**config.mk**
```make
export PLATFORM = sky130hd
export DESIGN_NAME = req_fifo_flat
export DESIGN_NICKNAME = d
export VERILOG_FILES = /design/src/obi_pkg.sv /design/src/swap_pkg.sv /design/src/mem_req_if.sv /design/src/req_fifo.sv /design/src/flat_wrapper.sv
export VERILOG_INCLUDE_DIRS = /design/src /design/src/src
export SDC_FILE = /design/constraint.sdc
export NUM_CORES = 1
export LEC_CHECK = 0
export ABC_AREA = 0
export BUFFER_PORTS_ARGS = -buffer_cell sky130_fd_sc_hd__buf_2
export CAP_MARGIN = 30
export CORE_MARGIN = 8
export CORE_UTILIZATION = 55
export CTS_BUF_LIST = sky130_fd_sc_hd__clkbuf_8
export DETAILED_ROUTE_END_ITERATION = 8
export PLACE_DENSITY = 0.83
export SYNTH_ARGS = -nofsm -noshare
export SYNTH_HDL_FRONTEND = slang
export SYNTH_SLANG_ARGS = --single-unit
```
**constraint.sdc**
```tcl
create_clock -name clk_i -period 7.4 [get_ports clk_i]
set_clock_uncertainty 0.1 [all_clocks]
set_input_delay 1.48 -clock clk_i [delete_from_list [all_inputs] [get_ports clk_i]]
set_output_delay 1.48 -clock clk_i [all_outputs]
set_load 0.02 [all_outputs]
```
**src/swap_mem_config.svh**
```systemverilog
// ---------------------------------------------------------
// Block-swap memory configuration
// ---------------------------------------------------------

`ifndef SWAP_MEM_CONFIG_SVH
`define SWAP_MEM_CONFIG_SVH

// Bus widths
`define SM_ADDR_WIDTH 32
`define SM_DATA_WIDTH 32

// Block geometry, 256-byte blocks
`define SM_OFFSET_BITS 8
// Address bits 28..8, anything above is out of range
`define SM_BLOCK_BITS 21

// Physical slots, top slot bit picks the bank
`define SM_SLOT_BITS 2
`define SM_NUM_BANKS 2
`define SM_BANK_WORDS 128

// Request buffering between blocker and banks
`define SM_FIFO_DEPTH 2

// Read data returned with err set
`define SM_ERR_DATA 32'hBADCAB1E

`endif

```
**src/obi_pkg.sv**
```systemverilog
// ---------------------------------------------------------
// OBI bus types
// ---------------------------------------------------------

`default_nettype none

`include "swap_mem_config.svh"

package obi_pkg;

  // Operation carried by a request, we=1 is a write
  typedef enum logic {
    OBI_READ  = 1'b0,
    OBI_WRITE = 1'b1
  } obi_op_e;

  // Byte address
  typedef logic [`SM_ADDR_WIDTH-1:0] obi_addr_t;

  // Read and write data
  typedef logic [`SM_DATA_WIDTH-1:0] obi_data_t;

  // One enable per data byte
  typedef logic [`SM_DATA_WIDTH/8-1:0] obi_be_t;

endpackage

`default_nettype wire

```
**src/swap_pkg.sv**
```systemverilog
// ---------------------------------------------------------
// Block-swap types
// ---------------------------------------------------------

`default_nettype none

`include "swap_mem_config.svh"

package swap_pkg;

  typedef logic [`SM_BLOCK_BITS-1:0] block_num_t;
  typedef logic [`SM_SLOT_BITS-1:0]  slot_idx_t;

  // Slot index followed by the word inside the block
  typedef logic [`SM_SLOT_BITS+`SM_OFFSET_BITS-$clog2(`SM_DATA_WIDTH/8)-1:0] phys_word_t;

  // One remapped request on its way to the banks
  typedef struct packed {
    obi_pkg::obi_op_e   op;
    phys_word_t         phys;
    obi_pkg::obi_be_t   be;
    obi_pkg::obi_data_t wdata;
    logic               err;
  } mem_entry_t;

  typedef enum logic [1:0] {
    BLK_IDLE,
    BLK_LOOKUP,
    BLK_ISSUE
  } blk_state_e;

endpackage

`default_nettype wire

```
**src/mem_req_if.sv**
```systemverilog
// ---------------------------------------------------------
// Remapped request channel
// ---------------------------------------------------------

`timescale 1ns/1ps
`default_nettype none

// Valid/ready channel, transfer on any edge with both high.
// Entry stays stable while valid is high and ready is low.
interface mem_req_if;
  import swap_pkg::*;

  logic       valid;
  logic       ready;
  mem_entry_t entry;

  // Upstream side, offers entries
  modport producer (
    output valid,
    output entry,
    input  ready
  );

  // Downstream side, accepts entries
  modport consumer (
    input  valid,
    input  entry,
    output ready
  );

endinterface

`default_nettype wire

```
**src/req_fifo.sv**
```systemverilog
// ---------------------------------------------------------
// Request FIFO
// ---------------------------------------------------------

`timescale 1ns/1ps
`default_nettype none

`include "swap_mem_config.svh"

module req_fifo (
  input  logic        clk_i,
  input  logic        arst_n_i,
  mem_req_if.consumer in_i,
  mem_req_if.producer out_o
);
  import swap_pkg::*;

  localparam int unsigned DEPTH = `SM_FIFO_DEPTH;
  localparam int unsigned PTR_W = (DEPTH > 1) ? $clog2(DEPTH) : 1;
  localparam int unsigned CNT_W = $clog2(DEPTH + 1);

  mem_entry_t         mem_q [DEPTH];
  logic [PTR_W-1:0]   wr_ptr_q;
  logic [PTR_W-1:0]   rd_ptr_q;
  logic [CNT_W-1:0]   count_q;
  logic               push;
  logic               pop;

  assign in_i.ready  = (count_q != CNT_W'(DEPTH));
  assign out_o.valid = (count_q != '0);
  assign out_o.entry = mem_q[rd_ptr_q];

  assign push = in_i.valid & in_i.ready;
  assign pop  = out_o.valid & out_o.ready;

  // Pointers and fill level
  always_ff @(posedge clk_i or negedge arst_n_i) begin
    if (!arst_n_i) begin
      wr_ptr_q <= '0;
      rd_ptr_q <= '0;
      count_q  <= '0;
    end else begin
      if (push) begin
        wr_ptr_q <= (wr_ptr_q == PTR_W'(DEPTH - 1)) ? '0 : wr_ptr_q + 1'b1;
      end
      if (pop) begin
        rd_ptr_q <= (rd_ptr_q == PTR_W'(DEPTH - 1)) ? '0 : rd_ptr_q + 1'b1;
      end
      // Simultaneous push and pop leaves the level alone
      if (push && !pop) begin
        count_q <= count_q + 1'b1;
      end else if (pop && !push) begin
        count_q <= count_q - 1'b1;
      end
    end
  end

  // Entry storage
  always_ff @(posedge clk_i) begin
    if (push) begin
      mem_q[wr_ptr_q] <= in_i.entry;
    end
  end

endmodule

`default_nettype wire

```
**src/flat_wrapper.sv**
```systemverilog
// flat-port wrapper written by rule: the top's interface ports become plain ports
module req_fifo_flat import swap_pkg::*;
  (clk_i, arst_n_i, in_i_valid, in_i_entry, in_i_ready, out_o_valid, out_o_entry, out_o_ready);
  mem_req_if in_i_i ();
  mem_req_if out_o_i ();
  input  logic clk_i;
  input  logic arst_n_i;
  input wire logic [$bits(in_i_i.valid)-1:0] in_i_valid;
  input wire logic [$bits(in_i_i.entry)-1:0] in_i_entry;
  output wire logic [$bits(in_i_i.ready)-1:0] in_i_ready;
  output wire logic [$bits(out_o_i.valid)-1:0] out_o_valid;
  output wire logic [$bits(out_o_i.entry)-1:0] out_o_entry;
  input wire logic [$bits(out_o_i.ready)-1:0] out_o_ready;
  assign in_i_i.valid = in_i_valid;
  assign in_i_i.entry = in_i_entry;
  assign in_i_ready = in_i_i.ready;
  assign out_o_valid = out_o_i.valid;
  assign out_o_entry = out_o_i.entry;
  assign out_o_i.ready = out_o_ready;
  req_fifo u_core (.clk_i(clk_i), .arst_n_i(arst_n_i), .in_i(in_i_i), .out_o(out_o_i));
endmodule
```
==> out/metrics.csv, run 1 <==
metric,value,unit
place_inst,333,
design_area,4430,sq um
wire_per_inst,18.7,um
holdBufCountCts,0,
die_h,97.3,um
cts_setup_buffers,0,
start_util,57.0,%
cap_violations,0,
power_frac_clock,19.5,%
cpLargestDelayFamily,buffers and inverters,
crit_chain,buf_4 -> mux2_2 -> buf_2,
switchingPower,586,uW
worstSetupPathType,reg -> out,
finalSetupTns,0,ns
grtUsageTotal,13.7,%
syn_to_final_growth,21.7,%
drive_gt1_share,59.9,%
synthFlopType,edfxtp_1,
numClockSinks,96,
diodes,0,
synth_top_area_share,76.0,%
synthTopCellsByCount,"edfxtp_1 (92), mux2_4 (30), mux2_2 (16)",
hp-class,reg -> reg,
finalSetupViolations,0,
insertion_delay,0.35,ns
ys_seq_area_share,78.7,%
syn_area_per_cell,22.6,sq um
dr_total_vias,1799,
min_period,3.64,ns
antenna_found_initial,0,
grt-ovfl-total,0,
ant_nets,0,
p_int,1220,uW
grt_first_pass_wirelength,10.1,mm
post_layout_nonfiller_instances,349,
placed_area,4210,sq um
min_from,u_core.count_q[1]$_DFFE_PN0P_,
dp_hpwl,4.68,mm
synth_cells,161,
drc,0,
max-slew-margin-rel,57.7,%
fin_ws,3.76,ns
critPathLaunch,u_core.rd_ptr_q$_DFFE_PN0P_,
nets,318,
core-area,6390,sq um
die_x,97.3,um
synth-edff-count,92,
gp_congestion,0.716,
synth.area.top_cells,"edfxtp_1 (76%), mux2_4 (12%), mux2_2 (5.0%)",
ir_worst_vdd,0.293,mV
cts_resized,0,
rrSetupSlack,5.42,ns
status,"finished, final reports clean",
fin_util,69.3,%
synth.most_common_cell,edfxtp_1,
firstDrtPassIters,4,
place_ws,4.14,ns
power.density,407,nW/um^2
ys_warn_count,0,
io_pins,98,
tightest_slew,0.635,ns
wirelength,6.52,mm
critPathBufInv,2,
synthArstFlopShare,4.17,%
hold_violations,0,
slowest_stage,buf_4,
fin_crit_sh,49.2,%
cp_slowest_stage_delay,0.57,ns
grt_setup_unrepaired,no,
grt_pass1_vias,1974,
reg2reg_from,u_core.count_q[0]$_DFFE_PN0P_,
synth.net_count,212,
path_max_fanout,37,
dieArea,9470,sq um
port-buffer-count,97,
cts-root-buf,clkbuf_8,
initialDrtViolationCount,62,
rows,29,
critPathArrivalTime,2.06,ns
cts_buffers,9,
path_clk_slew,0.08,ns
ys_types,15,
yosys.area.top_type,edfxtp_1,
grt_max_degree,38,
endpoint_kind,output port,
p_leak,0.00176,uW
syn-cell-area,3640,sq um
comb_power_share,36.6,%
vias_per_cell,5.15,
cts_buffer_depth,2,
fmax,274,MHz
htreeDepth,3,
maxSlewViolCount,0,
ys_ff_latch,96,
p_seq_share,43.9,%
sw_frac_of_total,32.5,%
cts_tree,built,
start_kind,flop,
crit_required,5.82,ns
==> layout make-up <==
cell class	instances	area [sq um]
multi-input cells	59	729
well taps	77	96.3
inverters	1	3.75
clock buffers	9	124
fillers	403	1960
repair buffers	100	520
flip-flops and latches	96	2860
clock inverters	7	87.6
==> registers in the layout, summed over array words and instances (netlist names) <==
register / flops
u_core.count_q: 2
u_core.mem_q: 92
u_core.rd_ptr_q: 1
u_core.wr_ptr_q: 1
==> final timing paths <==
check | cells past startpoint | endpoint
setup / recovery | 3 | out_o_entry[27]
hold reg to reg | 1 | u_core.count_q[1]$_DFFE_PN0P_
min in group asynchronous | 1 | u_core.count_q[1]$_DFFE_PN0P_
max in group asynchronous | 1 | u_core.rd_ptr_q$_DFFE_PN0P_
hold / removal | 1 | u_core.count_q[1]$_DFFE_PN0P_
setup reg to reg | 4 | u_core.mem_q[0][1]$_DFFE_PP_
==> placed cells by master, fill, tap and decap left out, types with 2 or more instances in the layout <==
cell and instances:
buf_2 97, buf_4 2, bufinv_16 2, clkbuf_8 9
clkinvlp_4 2, dfrtp_1 3, edfxtp_1 92, inv_1 2
mux2_2 16, mux2_4 30, nand2_1 2, xnor2_1 3
xor2_1 2
==> worst reg2reg max path: stages (launching register included) <==
cell      delay, ns
dfrtp_1        0.42
nand2b_1       0.16
nand2_1        0.15
nor2_4         0.28
buf_4          0.50
==> logic make-up after synthesis <==
family / Yosys count / synth area share (%)
DFF: 96 / 78.7
muxes: 46 / 17.3
and+or+nand+nor: 7 / 0.929
buffers and inverters: 6 / 1.48
xor gates and xnor gates: 5 / 1.20
adders and majority gates: 1 / 0.344
==> power by group through the flow <==
stage	clock network, uW	registers (uW)	logic (uW)
floorplan	0	786	502
global placement	0	798	651
detailed placement	0	804	668
CTS	359	792	670
global route	374	802	703
finish	352	791	659
==> metrics by stage <==
stage	total power, uW	hold WS (ns)
final	1800	0.405
after global routing	1880	0.418
after CTS	1820	0.404
after detailed placement	1470	0.387
after global placement	1450	0.374
after floorplan	1290	0.356
==> per-layer routing <==
metal  wire length, um  GRT usage [%]  up-vias
met4               143           7.11        0
met5                 0              0        -
met3               408           4.69       12
li1                  -              -      837
met2              3300           23.1       67
met1              2660           14.9      883
(Power assumes the default switching activity.)
==> run 2, diff against run 1 <==
--- a/config.mk
+++ b/config.mk
@@ -10,10 +10,10 @@
 export BUFFER_PORTS_ARGS = -buffer_cell sky130_fd_sc_hd__buf_2
 export CAP_MARGIN = 30
 export CORE_MARGIN = 8
-export CORE_UTILIZATION = 55
+export CORE_UTILIZATION = 54
 export CTS_BUF_LIST = sky130_fd_sc_hd__clkbuf_8
 export DETAILED_ROUTE_END_ITERATION = 8
-export PLACE_DENSITY = 0.83
+export PLACE_DENSITY = 0.82
 export SYNTH_ARGS = -nofsm -noshare
 export SYNTH_HDL_FRONTEND = slang
 export SYNTH_SLANG_ARGS = --single-unit
==> constraint.sdc (replaced) <==
create_clock -name clk_i -period 3.5 [get_ports clk_i]
set_clock_uncertainty 0.1 [all_clocks]
set_input_delay 0.7 -clock clk_i [delete_from_list [all_inputs] [get_ports clk_i]]
set_output_delay 0.7 -clock clk_i [all_outputs]
set_load 0.02 [all_outputs]
==> out/metrics.csv, run 2 (synthesis gave the netlist of run 1 again) <==
metric,value,unit,change
holdBufCountCts,0,,unchanged
die_h,98.1,um,+0.77%
status,"finished, final reports clean",,
port-buffer-count,97,,unchanged
nets,318,,unchanged
cap_violations,0,,unchanged
insertion_delay,0.34,ns,about the same
place_ws,1.15,ns,-3.00 ns
switchingPower,1240,uW,+110%
io_pins,98,,unchanged
grt_max_degree,34,,-11%
cts_buffers,9,,unchanged
firstDrtPassIters,4,,unchanged
gp_congestion,0.638,,-11%
endpoint_kind,output port,,
vias_per_cell,5.11,,-0.80%
rr_worst_depth,4,,unchanged
path_max_fanout,32,,-14%
cts_buffer_depth,2,,unchanged
numClockSinks,96,,unchanged
grt_first_pass_wirelength,10.1,mm,+0.27%
start_kind,flop,,
fmax,369,MHz,
grt_pass1_vias,1996,,+1.1%
cts_setup_buffers,0,,unchanged
hp-class,in -> async,,
start_util,54.7,%,-2.2 points
fin_ws,0.791,ns,-2.97 ns
syn_to_final_growth,22.1,%,
ant_nets,0,,unchanged
dp_hpwl,4.60,mm,-1.7%
critPathArrivalTime,1.91,ns,-0.15 ns
cts-root-buf,clkbuf_8,,
dieArea,9620,sq um,+1.5%
wire_per_inst,18.4,um,-1.3%
drive_gt1_share,60.3,%,+0.37 points
max-slew-margin-rel,55.2,%,-2.5 points
largest_reg_flops,92,,unchanged
p_seq_share,44.3,%,+0.4 points
worstSetupPathType,reg -> out,,
sw_frac_of_total,32.5,%,about the same
final_common_cell,buf_2,,
initialDrtViolationCount,73,,+18%
drc,0,,unchanged
largest_registers,"u_core.mem_q (92), u_core.count_q (2)",,
path_clk_slew,0.09,ns,about the same
finalSetupTns,0,ns,unchanged
p_int,2590,uW,+110%
wirelength,6.49,mm,-0.41%
grtUsageTotal,13.6,%,-0.065 points
ir_worst_vdd,0.481,mV,+65%
die_x,98.1,um,+0.77%
p_leak,0.00178,uW,+0.83%
antenna_found_initial,0,,unchanged
htreeDepth,3,,unchanged
finalSetupViolations,0,,unchanged
grt_setup_unrepaired,no,,
cts_resized,0,,unchanged
largest_register,u_core.mem_q,,
fin_crit_sh,77.4,%,
hold_violations,0,,unchanged
crit_required,2.70,ns,-3.12 ns
maxSlewViolCount,0,,unchanged
core-area,6640,sq um,+4.0%
cts_tree,built,,
dr_total_vias,1800,,+0.056%
diodes,0,,unchanged
min_period,2.71,ns,
rows,30,,+3.4%
n_fill_cell,451,,+12%
power.density,862,nW/um^2,+110%
multiInputGateArea,729,sq um,unchanged
seqCellArea,2860,sq um,unchanged
grt-ovfl-total,0,,unchanged
layout_common_cells,"buf_2 (97), edfxtp_1 (92), mux2_4 (30)",,
comb_power_share,36.2,%,-0.4 points
power_frac_clock,19.5,%,about the same
tightest_slew,0.671,ns,+0.0360 ns
==> run 2: cell count changes in the layout (fill, tap and decap cells not counted), sizes merged <==
cell,change
clkinv,+2
clkinvlp,-2
==> run 2: metrics by stage <==
stage / util, % / cell area (sq um) / total power [uW] / cells / hold slack (ns)
global placement: 63.7 / 4230 / 3110 / 336 / 0.377
detailed placement: 63.7 / 4230 / 3140 / 336 / 0.398
CTS: 66.9 / 4440 / 3890 / 352 / 0.0262
finish: 66.9 / 4440 / 3830 / 352 / 0.0486
floorplan: - / 3640 / 2730 / 161 / 0.304
global route: 66.9 / 4440 / 4010 / 352 / 0.0234
==> run 2: layer usage <==
metal,track usage [%],vias up,share of wire (%)
met4,4.92,0,1.6
met1,15.0,881,42
met2,22.2,72,48
met5,0,-,0
li1,-,837,-
met3,6.76,10,8.1
==> run 2: power by group through the flow <==
stage	Clock [uW]	Combinational (uW)	Sequential, uW
after global placement	0	1400	1710
after detailed placement	0	1410	1730
final	747	1390	1700
after global routing	808	1480	1720
after CTS	771	1410	1700
after floorplan	0	1060	1660
==> run 2: worst max-delay path: stages (launching register included) <==
cell and delay (ns):
dfrtp_2 0.71, buf_12 0.31, mux2_2 0.37, buf_2 0.16
==> run 2: layout make-up <==
class / count / area share [%]
Tap cell: 80 / 2.25
Inverter: 1 / 0.0845
Clock inverter: 7 / 1.97
Timing Repair Buffer: 100 / 12.0
Clock buffer: 9 / 2.79
Sequential cell: 96 / 64.5
Multi-Input combinational cell: 59 / 16.4
==> run 2: path summary, 6_finish.rpt <==
check	startpoint	to	slack, ns
setup / recovery	u_core.rd_ptr_q$_DFFE_PN0P_	out_o_entry[17]	0.79
hold / removal	arst_n_i	u_core.rd_ptr_q$_DFFE_PN0P_	0.05
setup reg to reg	u_core.count_q[0]$_DFFE_PN0P_	u_core.mem_q[0][27]$_DFFE_PP_	1.54
hold reg to reg	u_core.count_q[1]$_DFFE_PN0P_	u_core.count_q[1]$_DFFE_PN0P_	0.42
max in group asynchronous	arst_n_i	u_core.rd_ptr_q$_DFFE_PN0P_	3.12
min in group clk_i	u_core.count_q[1]$_DFFE_PN0P_	u_core.count_q[1]$_DFFE_PN0P_	0.42
