**src/swap_mem_config.svh**
```systemverilog
// ---------------------------------------------------------
// Block-swap memory configuration
// ---------------------------------------------------------

`ifndef SWAP_MEM_CONFIG_SVH
`define SWAP_MEM_CONFIG_SVH

// Bus widths
`define SM_ADDR_WIDTH 32
`define SM_DATA_WIDTH 32

// Block geometry, 256-byte blocks
`define SM_OFFSET_BITS 8
// Address bits 28..8, anything above is out of range
`define SM_BLOCK_BITS 21

// Physical slots, top slot bit picks the bank
`define SM_SLOT_BITS 2
`define SM_NUM_BANKS 2
`define SM_BANK_WORDS 128

// Request buffering between blocker and banks
`define SM_FIFO_DEPTH 2

// Read data returned with err set
`define SM_ERR_DATA 32'hBADCAB1E

`endif

```
**src/obi_pkg.sv**
```systemverilog
// ---------------------------------------------------------
// OBI bus types
// ---------------------------------------------------------

`default_nettype none

`include "swap_mem_config.svh"

package obi_pkg;

  // Operation carried by a request, we=1 is a write
  typedef enum logic {
    OBI_READ  = 1'b0,
    OBI_WRITE = 1'b1
  } obi_op_e;

  // Byte address
  typedef logic [`SM_ADDR_WIDTH-1:0] obi_addr_t;

  // Read and write data
  typedef logic [`SM_DATA_WIDTH-1:0] obi_data_t;

  // One enable per data byte
  typedef logic [`SM_DATA_WIDTH/8-1:0] obi_be_t;

endpackage

`default_nettype wire

```
**src/swap_pkg.sv**
```systemverilog
// ---------------------------------------------------------
// Block-swap types
// ---------------------------------------------------------

`default_nettype none

`include "swap_mem_config.svh"

package swap_pkg;

  typedef logic [`SM_BLOCK_BITS-1:0] block_num_t;
  typedef logic [`SM_SLOT_BITS-1:0]  slot_idx_t;

  // Slot index followed by the word inside the block
  typedef logic [`SM_SLOT_BITS+`SM_OFFSET_BITS-$clog2(`SM_DATA_WIDTH/8)-1:0] phys_word_t;

  // One remapped request on its way to the banks
  typedef struct packed {
    obi_pkg::obi_op_e   op;
    phys_word_t         phys;
    obi_pkg::obi_be_t   be;
    obi_pkg::obi_data_t wdata;
    logic               err;
  } mem_entry_t;

  typedef enum logic [1:0] {
    BLK_IDLE,
    BLK_LOOKUP,
    BLK_ISSUE
  } blk_state_e;

endpackage

`default_nettype wire

```
**src/mem_req_if.sv**
```systemverilog
// ---------------------------------------------------------
// Remapped request channel
// ---------------------------------------------------------

`timescale 1ns/1ps
`default_nettype none

// Valid/ready channel, transfer on any edge with both high.
// Entry stays stable while valid is high and ready is low.
interface mem_req_if;
  import swap_pkg::*;

  logic       valid;
  logic       ready;
  mem_entry_t entry;

  // Upstream side, offers entries
  modport producer (
    output valid,
    output entry,
    input  ready
  );

  // Downstream side, accepts entries
  modport consumer (
    input  valid,
    input  entry,
    output ready
  );

endinterface

`default_nettype wire

```
**src/req_blocker.sv**
```systemverilog
// ---------------------------------------------------------
// Request blocker and block remap
// ---------------------------------------------------------

`timescale 1ns/1ps
`default_nettype none

`include "swap_mem_config.svh"

module req_blocker (
  input  logic                 clk_i,
  input  logic                 arst_n_i,

  input  logic                 req_i,
  input  logic                 we_i,
  input  obi_pkg::obi_addr_t   addr_i,
  input  obi_pkg::obi_be_t     be_i,
  input  obi_pkg::obi_data_t   wdata_i,
  output logic                 gnt_o,

  output swap_pkg::block_num_t swap_addr_o,
  output logic                 swap_valid_o,
  input  swap_pkg::slot_idx_t  slot_idx_i,
  input  logic                 block_i,

  mem_req_if.producer          out_o
);
  import obi_pkg::*;
  import swap_pkg::*;

  localparam int unsigned BYTE_BITS = $clog2(`SM_DATA_WIDTH / 8);
  localparam int unsigned WORD_BITS = `SM_OFFSET_BITS - BYTE_BITS;
  localparam int unsigned RANGE_LSB = `SM_OFFSET_BITS + `SM_BLOCK_BITS;

  blk_state_e           state_q, state_d;
  block_num_t           block_q;
  slot_idx_t            slot_q;
  logic [WORD_BITS-1:0] word_q;
  logic                 we_q;
  obi_be_t              be_q;
  obi_data_t            wdata_q;
  logic                 err_q;
  logic                 out_of_range;

  // Any set bit above the block number falls outside the swap region
  assign out_of_range = |addr_i[`SM_ADDR_WIDTH-1:RANGE_LSB];

  always_comb begin
    state_d = state_q;
    unique case (state_q)
      BLK_IDLE:   if (req_i) state_d = out_of_range ? BLK_ISSUE : BLK_LOOKUP;
      BLK_LOOKUP: if (!block_i) state_d = BLK_ISSUE;
      BLK_ISSUE:  if (out_o.ready) state_d = BLK_IDLE;
      default:    state_d = BLK_IDLE;
    endcase
  end

  always_ff @(posedge clk_i or negedge arst_n_i) begin
    if (!arst_n_i) begin
      state_q <= BLK_IDLE;
    end else begin
      state_q <= state_d;
    end
  end

  // Request capture, then the slot once the table lets go
  always_ff @(posedge clk_i) begin
    if (state_q == BLK_IDLE && req_i) begin
      block_q <= addr_i[RANGE_LSB-1:`SM_OFFSET_BITS];
      word_q  <= addr_i[`SM_OFFSET_BITS-1:BYTE_BITS];
      we_q    <= we_i;
      be_q    <= be_i;
      wdata_q <= wdata_i;
      err_q   <= out_of_range;
      slot_q  <= '0;
    end else if (state_q == BLK_LOOKUP && !block_i) begin
      slot_q  <= slot_idx_i;
    end
  end

  // Swap table lookup
  assign swap_valid_o = (state_q == BLK_LOOKUP);
  assign swap_addr_o  = block_q;

  always_comb begin
    out_o.valid       = (state_q == BLK_ISSUE);
    out_o.entry.op    = we_q ? OBI_WRITE : OBI_READ;
    out_o.entry.phys  = {slot_q, word_q};
    out_o.entry.be    = be_q;
    out_o.entry.wdata = wdata_q;
    out_o.entry.err   = err_q;
  end

  // Grant in the cycle the FIFO takes the entry
  assign gnt_o = out_o.valid & out_o.ready;

endmodule

`default_nettype wire

```
**src/flat_wrapper.sv**
```systemverilog
// flat-port wrapper written by rule: the top's interface ports become plain ports
module req_blocker_flat import obi_pkg::*; import swap_pkg::*;
  (clk_i, arst_n_i, req_i, we_i, addr_i, be_i, wdata_i, gnt_o, swap_addr_o, swap_valid_o, slot_idx_i, block_i, out_o_valid, out_o_entry, out_o_ready);
  mem_req_if out_o_i ();
  input  logic clk_i;
  input  logic arst_n_i;
  input  logic req_i;
  input  logic we_i;
  input  obi_pkg::obi_addr_t addr_i;
  input  obi_pkg::obi_be_t be_i;
  input  obi_pkg::obi_data_t wdata_i;
  output logic gnt_o;
  output swap_pkg::block_num_t swap_addr_o;
  output logic swap_valid_o;
  input  swap_pkg::slot_idx_t slot_idx_i;
  input  logic block_i;
  output wire logic [$bits(out_o_i.valid)-1:0] out_o_valid;
  output wire logic [$bits(out_o_i.entry)-1:0] out_o_entry;
  input wire logic [$bits(out_o_i.ready)-1:0] out_o_ready;
  assign out_o_valid = out_o_i.valid;
  assign out_o_entry = out_o_i.entry;
  assign out_o_i.ready = out_o_ready;
  req_blocker u_core (.clk_i(clk_i), .arst_n_i(arst_n_i), .req_i(req_i), .we_i(we_i), .addr_i(addr_i), .be_i(be_i), .wdata_i(wdata_i), .gnt_o(gnt_o), .swap_addr_o(swap_addr_o), .swap_valid_o(swap_valid_o), .slot_idx_i(slot_idx_i), .block_i(block_i), .out_o(out_o_i));
endmodule
```
**config.mk**
```make
export PLATFORM = sky130hd
export DESIGN_NAME = req_blocker_flat
export DESIGN_NICKNAME = d
export VERILOG_FILES = /design/src/obi_pkg.sv /design/src/swap_pkg.sv /design/src/mem_req_if.sv /design/src/req_blocker.sv /design/src/flat_wrapper.sv
export VERILOG_INCLUDE_DIRS = /design/src /design/src/src
export SDC_FILE = /design/constraint.sdc
export NUM_CORES = 1
export LEC_CHECK = 0
export BUFFER_PORTS_ARGS = -buffer_cell sky130_fd_sc_hd__buf_4
export CAP_MARGIN = 25
export CELL_PAD_IN_SITES_DETAIL_PLACEMENT = 1
export CELL_PAD_IN_SITES_GLOBAL_PLACEMENT = 1
export CORE_MARGIN = 2
export CORE_UTILIZATION = 35
export CTS_CLUSTER_DIAMETER = 150
export DETAILED_ROUTE_END_ITERATION = 16
export GPL_TIMING_DRIVEN = 0
export HOLD_SLACK_MARGIN = 0.06
export PLACE_DENSITY = 0.88
export SYNTH_ARGS = -nofsm -noshare
export SYNTH_HDL_FRONTEND = slang
export SYNTH_SLANG_ARGS = --single-unit
```
**constraint.sdc**
```tcl
create_clock -name clk_i -period 5.5 [get_ports clk_i]
set_input_delay 0.275 -clock clk_i [delete_from_list [all_inputs] [get_ports clk_i]]
set_output_delay 0.275 -clock clk_i [all_outputs]
set_load 0.005 [all_outputs]
```
==> impl_metrics.csv, run 1 <==
group,metric,value,unit
power_and_ir_drop,p_leak,0.00154,uW
timing,timing.setup.tns,0,ns
final_layout,nets,326,
critical_path,path_max_fanout,22,
yosys,synthesis.area,2210,sq um
critical_path,reg2reg_slack,3.65,ns
route,drt.antenna.violating_nets,0,
critical_path,timing.critical_path.slowest_stage_cell,"sky130_fd_sc_hd__nor3b_4",
route,drt_total_wl,5810,um
critical_path,timing.critical_path.max_delay_family,"simple AND/OR/NAND/NOR gates",
global_route,track_usage,17.4,%
critical_path,crit_top_cell,"sky130_fd_sc_hd__buf_16",
critical_path,cp_data_arrival_time,1.88,ns
global_route,grt_first_pass_wirelength,8970,um
status,run_status,"finished, final reports clean",
yosys,avgSynthCellArea,24.0,sq um
power_and_ir_drop,power.ir.vdd_worst,0.000197,V
yosys,post_synth_inst_count,92,
timing,hold_ws,0.115,ns
route,drt-wirelength-per-cell,17.6,um
cts,htree_levels,3,
final_layout,syn2layout_area_growth,64.4,%
yosys,synthesis.yosys.warnings,0,
yosys,seq_area_frac_synth,92.4,%
yosys,synth_cell_types,18,
cts,postCtsSetupBuffers,0,
flow_run,max-cap-violations,0,
timing,finalWorstPathRequiredPeriod,1.85,ns
cts,tritoncts.num_buffers,9,
floorplan,die_area,6970,sq um
timing,count_of_pins_over_their_slew_limit,0,
cts,cts-root-buf,"sky130_fd_sc_hd__clkbuf_8",
critical_path,crit_buf_inv,3,
yosys,synth_top_area_cell,"sky130_fd_sc_hd__edfxtp_1",
critical_path,endpoint_kind,"register",
floorplan,die_h,83.5,um
yosys,yosys-top-cells-area,"sky130_fd_sc_hd__edfxtp_1 88%, sky130_fd_sc_hd__dfrtp_1 2.3%, sky130_fd_sc_hd__dfxtp_1 1.8%",
timing,rsz0062_at_grt,"no",
timing,tightestPinTransition,0.691,ns
cts,cts_max_path_buffers,2,
critical_path,critical_path.max_stage_delay,0.61,ns
cts,worstSkewPairLatency,0.33,ns
cts,cts.sinks,69,
timing,setup-violations-final,0,
power_and_ir_drop,power_per_cell_area,329,nW/um^2
critical_path,worstSetupPathType,"register to register",
floorplan,coreArea,6030,sq um
route,drt-initial-drc-count,41,
final_layout,postLayoutCoreUtil,60.3,%
final_layout,share_of_cells_above_drive_strength_1,64.3,%
final_layout,insertedDiodeCount,0,
yosys,post-synth-top-area-fraction,88.3,%
cts,clk_pin_slew,0.08,ns
floorplan,start_util,36.7,%
yosys,syn-num-nets,168,
timing,number_of_hold_violations_in_the_final_report,0,
route,post-route-drc-count,0,
final_layout,nFillCells,564,
floorplan,std_cell_rows,28,
global_route,first_global_vias,1648,
timing,timing.max_slew.rel_slack,53.9,%
route,vias,1456,
floorplan,boundary_pin_count,146,
floorplan,dieWidth,83.5,um
global_route,grt_total_ovfl,0,
final_layout,area.sequential,2040,sq um
placement,port_buffers,143,
route,vias_per_cell,4.41,
placement,hpwl,4560,um
global_route,pin_count_of_the_biggest_net_entering_global_routing,23,
critical_path,ordered_cell_list_for_the_critical_path,"buf_6 > nor3b_4 > buf_16 > buf_16",
yosys,ys_seq_elements,69,
critical_path,timing.critical_path.required,5.53,ns
cts,tritoncts,"built",
critical_path,startpoint_type,"register",
worst_hold_path,class_of_the_tightest_hold_or_removal_check,"input pin to register",
placement,gp_congestion,0.652,
route,detail_route.first_pass.iterations,3,
global_route,initial_antenna_violation_count,0,
final_layout,multi_input_area,131,sq um
timing,timing.fmax,540,MHz
timing,clock-skew-final,0.00656,ns
timing,post-route-period-util,33.7,%
[layer usage]
metal / up-vias / global-route usage, % / share of wire [%] / wire, um
met5: - / 0 / 0 / 0
met4: 0 / 10.6 / 2.5 / 143
met3: 12 / 7.12 / 10 / 580
met2: 92 / 29.7 / 54 / 3120
met1: 675 / 17.8 / 34 / 1970
li1: 677 / - / - / -
[path summary, 6_finish.rpt]
check,startpoint,end,cells past startpoint
min,addr_i[23],u_core.swap_addr_o[15],1
min reg2reg,u_core.slot_q[0],u_core.slot_q[0],2
max reg2reg,u_core.state_q[0],u_core.wdata_q[3],4
max in group asynchronous,arst_n_i,u_core.state_q[1],2
max,u_core.state_q[0],u_core.wdata_q[3],4
min in group asynchronous,arst_n_i,u_core.state_q[0],2
[stage by stage]
| step | power (uW) | std cells | cell area (sq um) | setup slack, ns |
|---|---|---|---|---|
| floorplan | 710 | 92 | 2210 | 2.85 |
| global placement | 832 | 310 | 3380 | 2.31 |
| detailed placement | 861 | 313 | 3460 | 3.65 |
| CTS | 1220 | 330 | 3630 | 3.64 |
| global route | 1250 | 330 | 3630 | 3.56 |
| finish | 1200 | 330 | 3630 | 3.65 |
[synth_stat cells]
library cell / instances
sky130_fd_sc_hd__a211o_1: 1
sky130_fd_sc_hd__a22o_1: 1
sky130_fd_sc_hd__and2_1: 1
sky130_fd_sc_hd__buf_4: 2
sky130_fd_sc_hd__buf_6: 1
sky130_fd_sc_hd__dfrtp_1: 2
sky130_fd_sc_hd__dfxtp_1: 2
sky130_fd_sc_hd__edfxtp_1: 65
sky130_fd_sc_hd__inv_1: 3
sky130_fd_sc_hd__nand2_1: 2
sky130_fd_sc_hd__nand3_1: 2
sky130_fd_sc_hd__nor2b_1: 2
sky130_fd_sc_hd__nor3_2: 1
sky130_fd_sc_hd__nor3b_1: 2
sky130_fd_sc_hd__nor3b_4: 1
sky130_fd_sc_hd__o21ba_1: 1
sky130_fd_sc_hd__o221ai_1: 2
sky130_fd_sc_hd__or2_1: 1
[final cells by class]
| cell class | count | share of cell area (%) |
|---|---|---|
| buffer | 3 | 0.723 |
| clock inverter | 3 | 0.413 |
| multi-input combinational | 17 | 3.61 |
| inverter | 3 | 0.310 |
| sequential | 69 | 56.2 |
| tap | 75 | 2.58 |
| clock buffer | 13 | 4.10 |
| timing repair buffer | 147 | 32.1 |
[state kept, by name (all words and copies together), names as in the netlist]
name	flops
u_core.wdata_q	32
u_core.swap_addr_o	21
u_core.word_q	6
u_core.be_q	4
u_core.slot_q	2
u_core.state_q	2
u_core.err_q	1
u_core.we_q	1
[cells in the final DEF (no fill, tap or decap), drive strengths merged]
master / instances
a211o: 1
a22o: 1
and2: 1
buf: 149
clkbuf: 13
clkinv: 3
dfrtp: 2
dfxtp: 2
dlygate4sd3: 1
edfxtp: 65
inv: 3
nand2: 2
nand3: 2
nor2b: 2
nor3: 1
nor3b: 3
o21ba: 1
o221ai: 2
or2: 1
[report_power, final]
part / total [uW] / leakage (uW) / internal [uW] / switching [uW]
sequential: 658 / 0.000654 / 640 / 18.3
combinational: 188 / 0.000794 / 115 / 73.0
clock: 350 / 0.0000872 / 174 / 175
total: 1200 / 0.00154 / 929 / 267
[repair_timing]
item | in CTS | in global routing
resized for setup | 0 | 0
hold buffers | 1 | 0
endpoints found under the hold margin | 2 | 0
[logic make-up after synthesis]
family / after synthesis / synth area share (%)
AO/OA/AOI/OAI: 5 / 2.04
buffers and inverters: 6 / 1.70
flip-flops: 69 / 92.4
AND/OR/NAND/NOR: 12 / 3.91
(Power assumes the default switching activity.)
==> run 2, diff against run 1 <==
--- a/config.mk
+++ b/config.mk
@@ -11,12 +11,12 @@
 export CELL_PAD_IN_SITES_DETAIL_PLACEMENT = 1
 export CELL_PAD_IN_SITES_GLOBAL_PLACEMENT = 1
 export CORE_MARGIN = 2
-export CORE_UTILIZATION = 35
+export CORE_UTILIZATION = 29
 export CTS_CLUSTER_DIAMETER = 150
 export DETAILED_ROUTE_END_ITERATION = 16
 export GPL_TIMING_DRIVEN = 0
 export HOLD_SLACK_MARGIN = 0.06
-export PLACE_DENSITY = 0.88
+export PLACE_DENSITY = 0.78
 export SYNTH_ARGS = -nofsm -noshare
 export SYNTH_HDL_FRONTEND = slang
 export SYNTH_SLANG_ARGS = --single-unit
==> constraint.sdc (replaced) <==
create_clock -name clk_i -period 1.7 [get_ports clk_i]
set_input_delay 0.085 -clock clk_i [delete_from_list [all_inputs] [get_ports clk_i]]
set_output_delay 0.085 -clock clk_i [all_outputs]
set_load 0.005 [all_outputs]
==> impl_metrics.csv, run 2 (synthesized netlist as in run 1, its figures left out) <==
group,metric,value,unit
cts,clk_pin_slew,0.07,ns
route,post-route-drc-count,0,
cts,worstSkewPairLatency,0.33,ns
placement,dp_worst_setup_slack,0.0282,ns
cts,tritoncts,"built",
critical_path,cp_data_arrival_time,1.78,ns
floorplan,boundary_pin_count,146,
timing,clock-skew-final,0.00690,ns
flow_run,max-cap-violations,0,
global_route,initial_antenna_violation_count,0,
floorplan,start_util,30.2,%
power_and_ir_drop,cell_internal_pwr,3070,uW
cts,htree_levels,3,
power_and_ir_drop,net_switching_power,945,uW
timing,tightestPinTransition,0.271,ns
final_layout,insertedDiodeCount,0,
floorplan,coreArea,7330,sq um
power_and_ir_drop,switching_share,23.5,%
placement,hpwl,4440,um
final_layout,multi_input_area,131,sq um
critical_path,startpoint_type,"input pin",
route,vias,1750,
global_route,pin_count_of_the_biggest_net_entering_global_routing,22,
route,drt-initial-drc-count,62,
timing,final.setup.worst_slack,0.141,ns
global_route,first_global_vias,1976,
cts,cts-root-buf,"sky130_fd_sc_hd__clkbuf_8",
global_route,grt_total_ovfl,0,
final_layout,share_of_cells_above_drive_strength_1,51.7,%
final_layout,layout.cells.most_common,"sky130_fd_sc_hd__buf_4",
timing,timing.max_slew.rel_slack,81.9,%
global_route,track_usage,16.9,%
power_and_ir_drop,clock_power_share,28.3,%
timing,count_of_pins_over_their_slew_limit,0,
timing,post-route-period-util,91.7,%
cts,cts.sinks,69,
final_layout,postLayoutCoreUtil,59.4,%
final_layout,largest_register_ffs,32,
critical_path,path_max_fanout,2,
route,drt.antenna.violating_nets,0,
timing,finalWorstPathRequiredPeriod,1.56,ns
power_and_ir_drop,power.ir.vdd_worst,0.000490,V
timing,setup-violations-final,0,
status,run_status,"finished, final reports clean",
floorplan,dieWidth,91.3,um
route,detail_route.first_pass.iterations,3,
power_and_ir_drop,relative_contribution_of_combinational_cells_to_total_power,18.7,%
final_layout,syn2layout_area_growth,97.1,%
floorplan,std_cell_rows,31,
route,drt-wirelength-per-cell,16.1,um
floorplan,die_area,8340,sq um
critical_path,endpoint_kind,"register",
placement,port_buffers,143,
power_and_ir_drop,power_per_cell_area,921,nW/um^2
final_layout,layout.cells.most_common_list,"146 x sky130_fd_sc_hd__buf_4, 69 x sky130_fd_sc_hd__dlygate4sd3_1, 65 x sky130_fd_sc_hd__edfxtp_1, 9 x sky130_fd_sc_hd__clkbuf_8, 4 x sky130_fd_sc_hd__clkinv_2",
timing,timing.fmax,641,MHz
cts,tritoncts.num_buffers,9,
final_layout,nFillCells,693,
critical_path,worstSetupPathType,"input pin to register",
cts,cts_max_path_buffers,2,
power_and_ir_drop,p_leak,0.00183,uW
route,drt_total_wl,6830,um
placement,gp_congestion,0.703,
route,vias_per_cell,4.13,
worst_hold_path,class_of_the_tightest_hold_or_removal_check,"input pin to register",
critical_path,timing.critical_path.required,1.92,ns
final_layout,nets,396,
floorplan,die_h,91.3,um
power_and_ir_drop,share_seq_of_total_power,53.0,%
final_layout,max_flop_register,"u_core.wdata_q",
timing,number_of_hold_violations_in_the_final_report,0,
timing,rsz0062_at_grt,"no",
final_layout,area.sequential,2040,sq um
cts,cts_resized,0,
global_route,grt_first_pass_wirelength,10500,um
-- run 2: cell types whose count changed in the layout (fill, tap and decap cells not counted) --
cell | before | now
sky130_fd_sc_hd__buf_16 | 3 | 2
sky130_fd_sc_hd__buf_4 | 145 | 146
sky130_fd_sc_hd__buf_8 | 0 | 2
sky130_fd_sc_hd__clkbuf_1 | 3 | 0
sky130_fd_sc_hd__clkbuf_8 | 10 | 9
sky130_fd_sc_hd__clkinv_1 | 0 | 1
sky130_fd_sc_hd__clkinv_2 | 3 | 4
sky130_fd_sc_hd__clkinv_4 | 0 | 1
sky130_fd_sc_hd__dlygate4sd3_1 | 1 | 69
sky130_fd_sc_hd__inv_6 | 0 | 1
-- run 2: critical path, cell delays in order --
cell and delay (ns):
sky130_fd_sc_hd__dlygate4sd3_1 0.54, sky130_fd_sc_hd__buf_4 0.14, sky130_fd_sc_hd__nor3_2 0.09, sky130_fd_sc_hd__dlygate4sd3_1 0.59
sky130_fd_sc_hd__inv_1 0.06, sky130_fd_sc_hd__a211o_1 0.28
-- run 2: through the flow --
| step | hold WS [ns] | TNS, ns | area (sq um) | power, uW | std cells |
|---|---|---|---|---|---|
| 2_1_floorplan | -0.211 | -62.28 | 2210 | 2300 | 92 |
| 3_3_place_gp | -0.128 | -107.31 | 3410 | 2700 | 334 |
| 3_5_place_dp | -0.128 | 0 | 3490 | 2780 | 338 |
| 4_1_cts | 0.0747 | 0 | 4350 | 4050 | 423 |
| 5_1_grt | 0.0955 | 0 | 4360 | 4190 | 424 |
| 6_report | 0.0864 | 0 | 4360 | 4010 | 424 |
-- run 2: what timing repair did --
action | CTS | global route
hold buffers | 69 | 0
setup buffers | 0 | 1
endpoints found under the hold margin | 71 | 0
setup endpoints to repair | 0 | 50
-- run 2: layout make-up --
type	instances	area share [%]
clock buffers	9	2.84
well taps	99	2.84
clock inverters	7	0.948
plain buffers	3	0.603
multi-input cells	17	3.02
inverters	3	0.258
repair buffers	217	42.6
flip-flops and latches	69	46.9
-- run 2: per-layer routing --
| metal | global-route usage [%] | share of wire, % | vias to the layer above |
|---|---|---|---|
| li1 | - | - | 814 |
| met1 | 16.3 | 33 | 840 |
| met2 | 32.5 | 58 | 81 |
| met3 | 5.23 | 6.5 | 15 |
| met4 | 7.20 | 2.3 | 0 |
| met5 | 0 | 0 | - |
-- run 2: path summary, 6_finish.rpt --
kind                              startpoint           endpoint  slack (ns)  depth (start not counted)
setup / recovery                  addr_i[29]  u_core.state_q[1]        0.14                          6
hold / removal                 slot_idx_i[0]   u_core.slot_q[0]        0.09                          3
setup reg to reg           u_core.state_q[0]  u_core.wdata_q[8]        0.23                          4
hold reg to reg             u_core.slot_q[0]   u_core.slot_q[0]        0.53                          2
max in group asynchronous           arst_n_i  u_core.state_q[1]        0.96                          3
min in group asynchronous           arst_n_i  u_core.state_q[0]        0.61                          3
-- run 2: power groups by stage --
stage | Clock [uW] | Sequential [uW] | Combinational [uW]
5_1_grt | 1240 | 2150 | 802
3_3_place_gp | 0 | 2170 | 532
6_report | 1130 | 2130 | 751
2_1_floorplan | 0 | 2190 | 113
3_5_place_dp | 0 | 2170 | 619
4_1_cts | 1170 | 2130 | 749
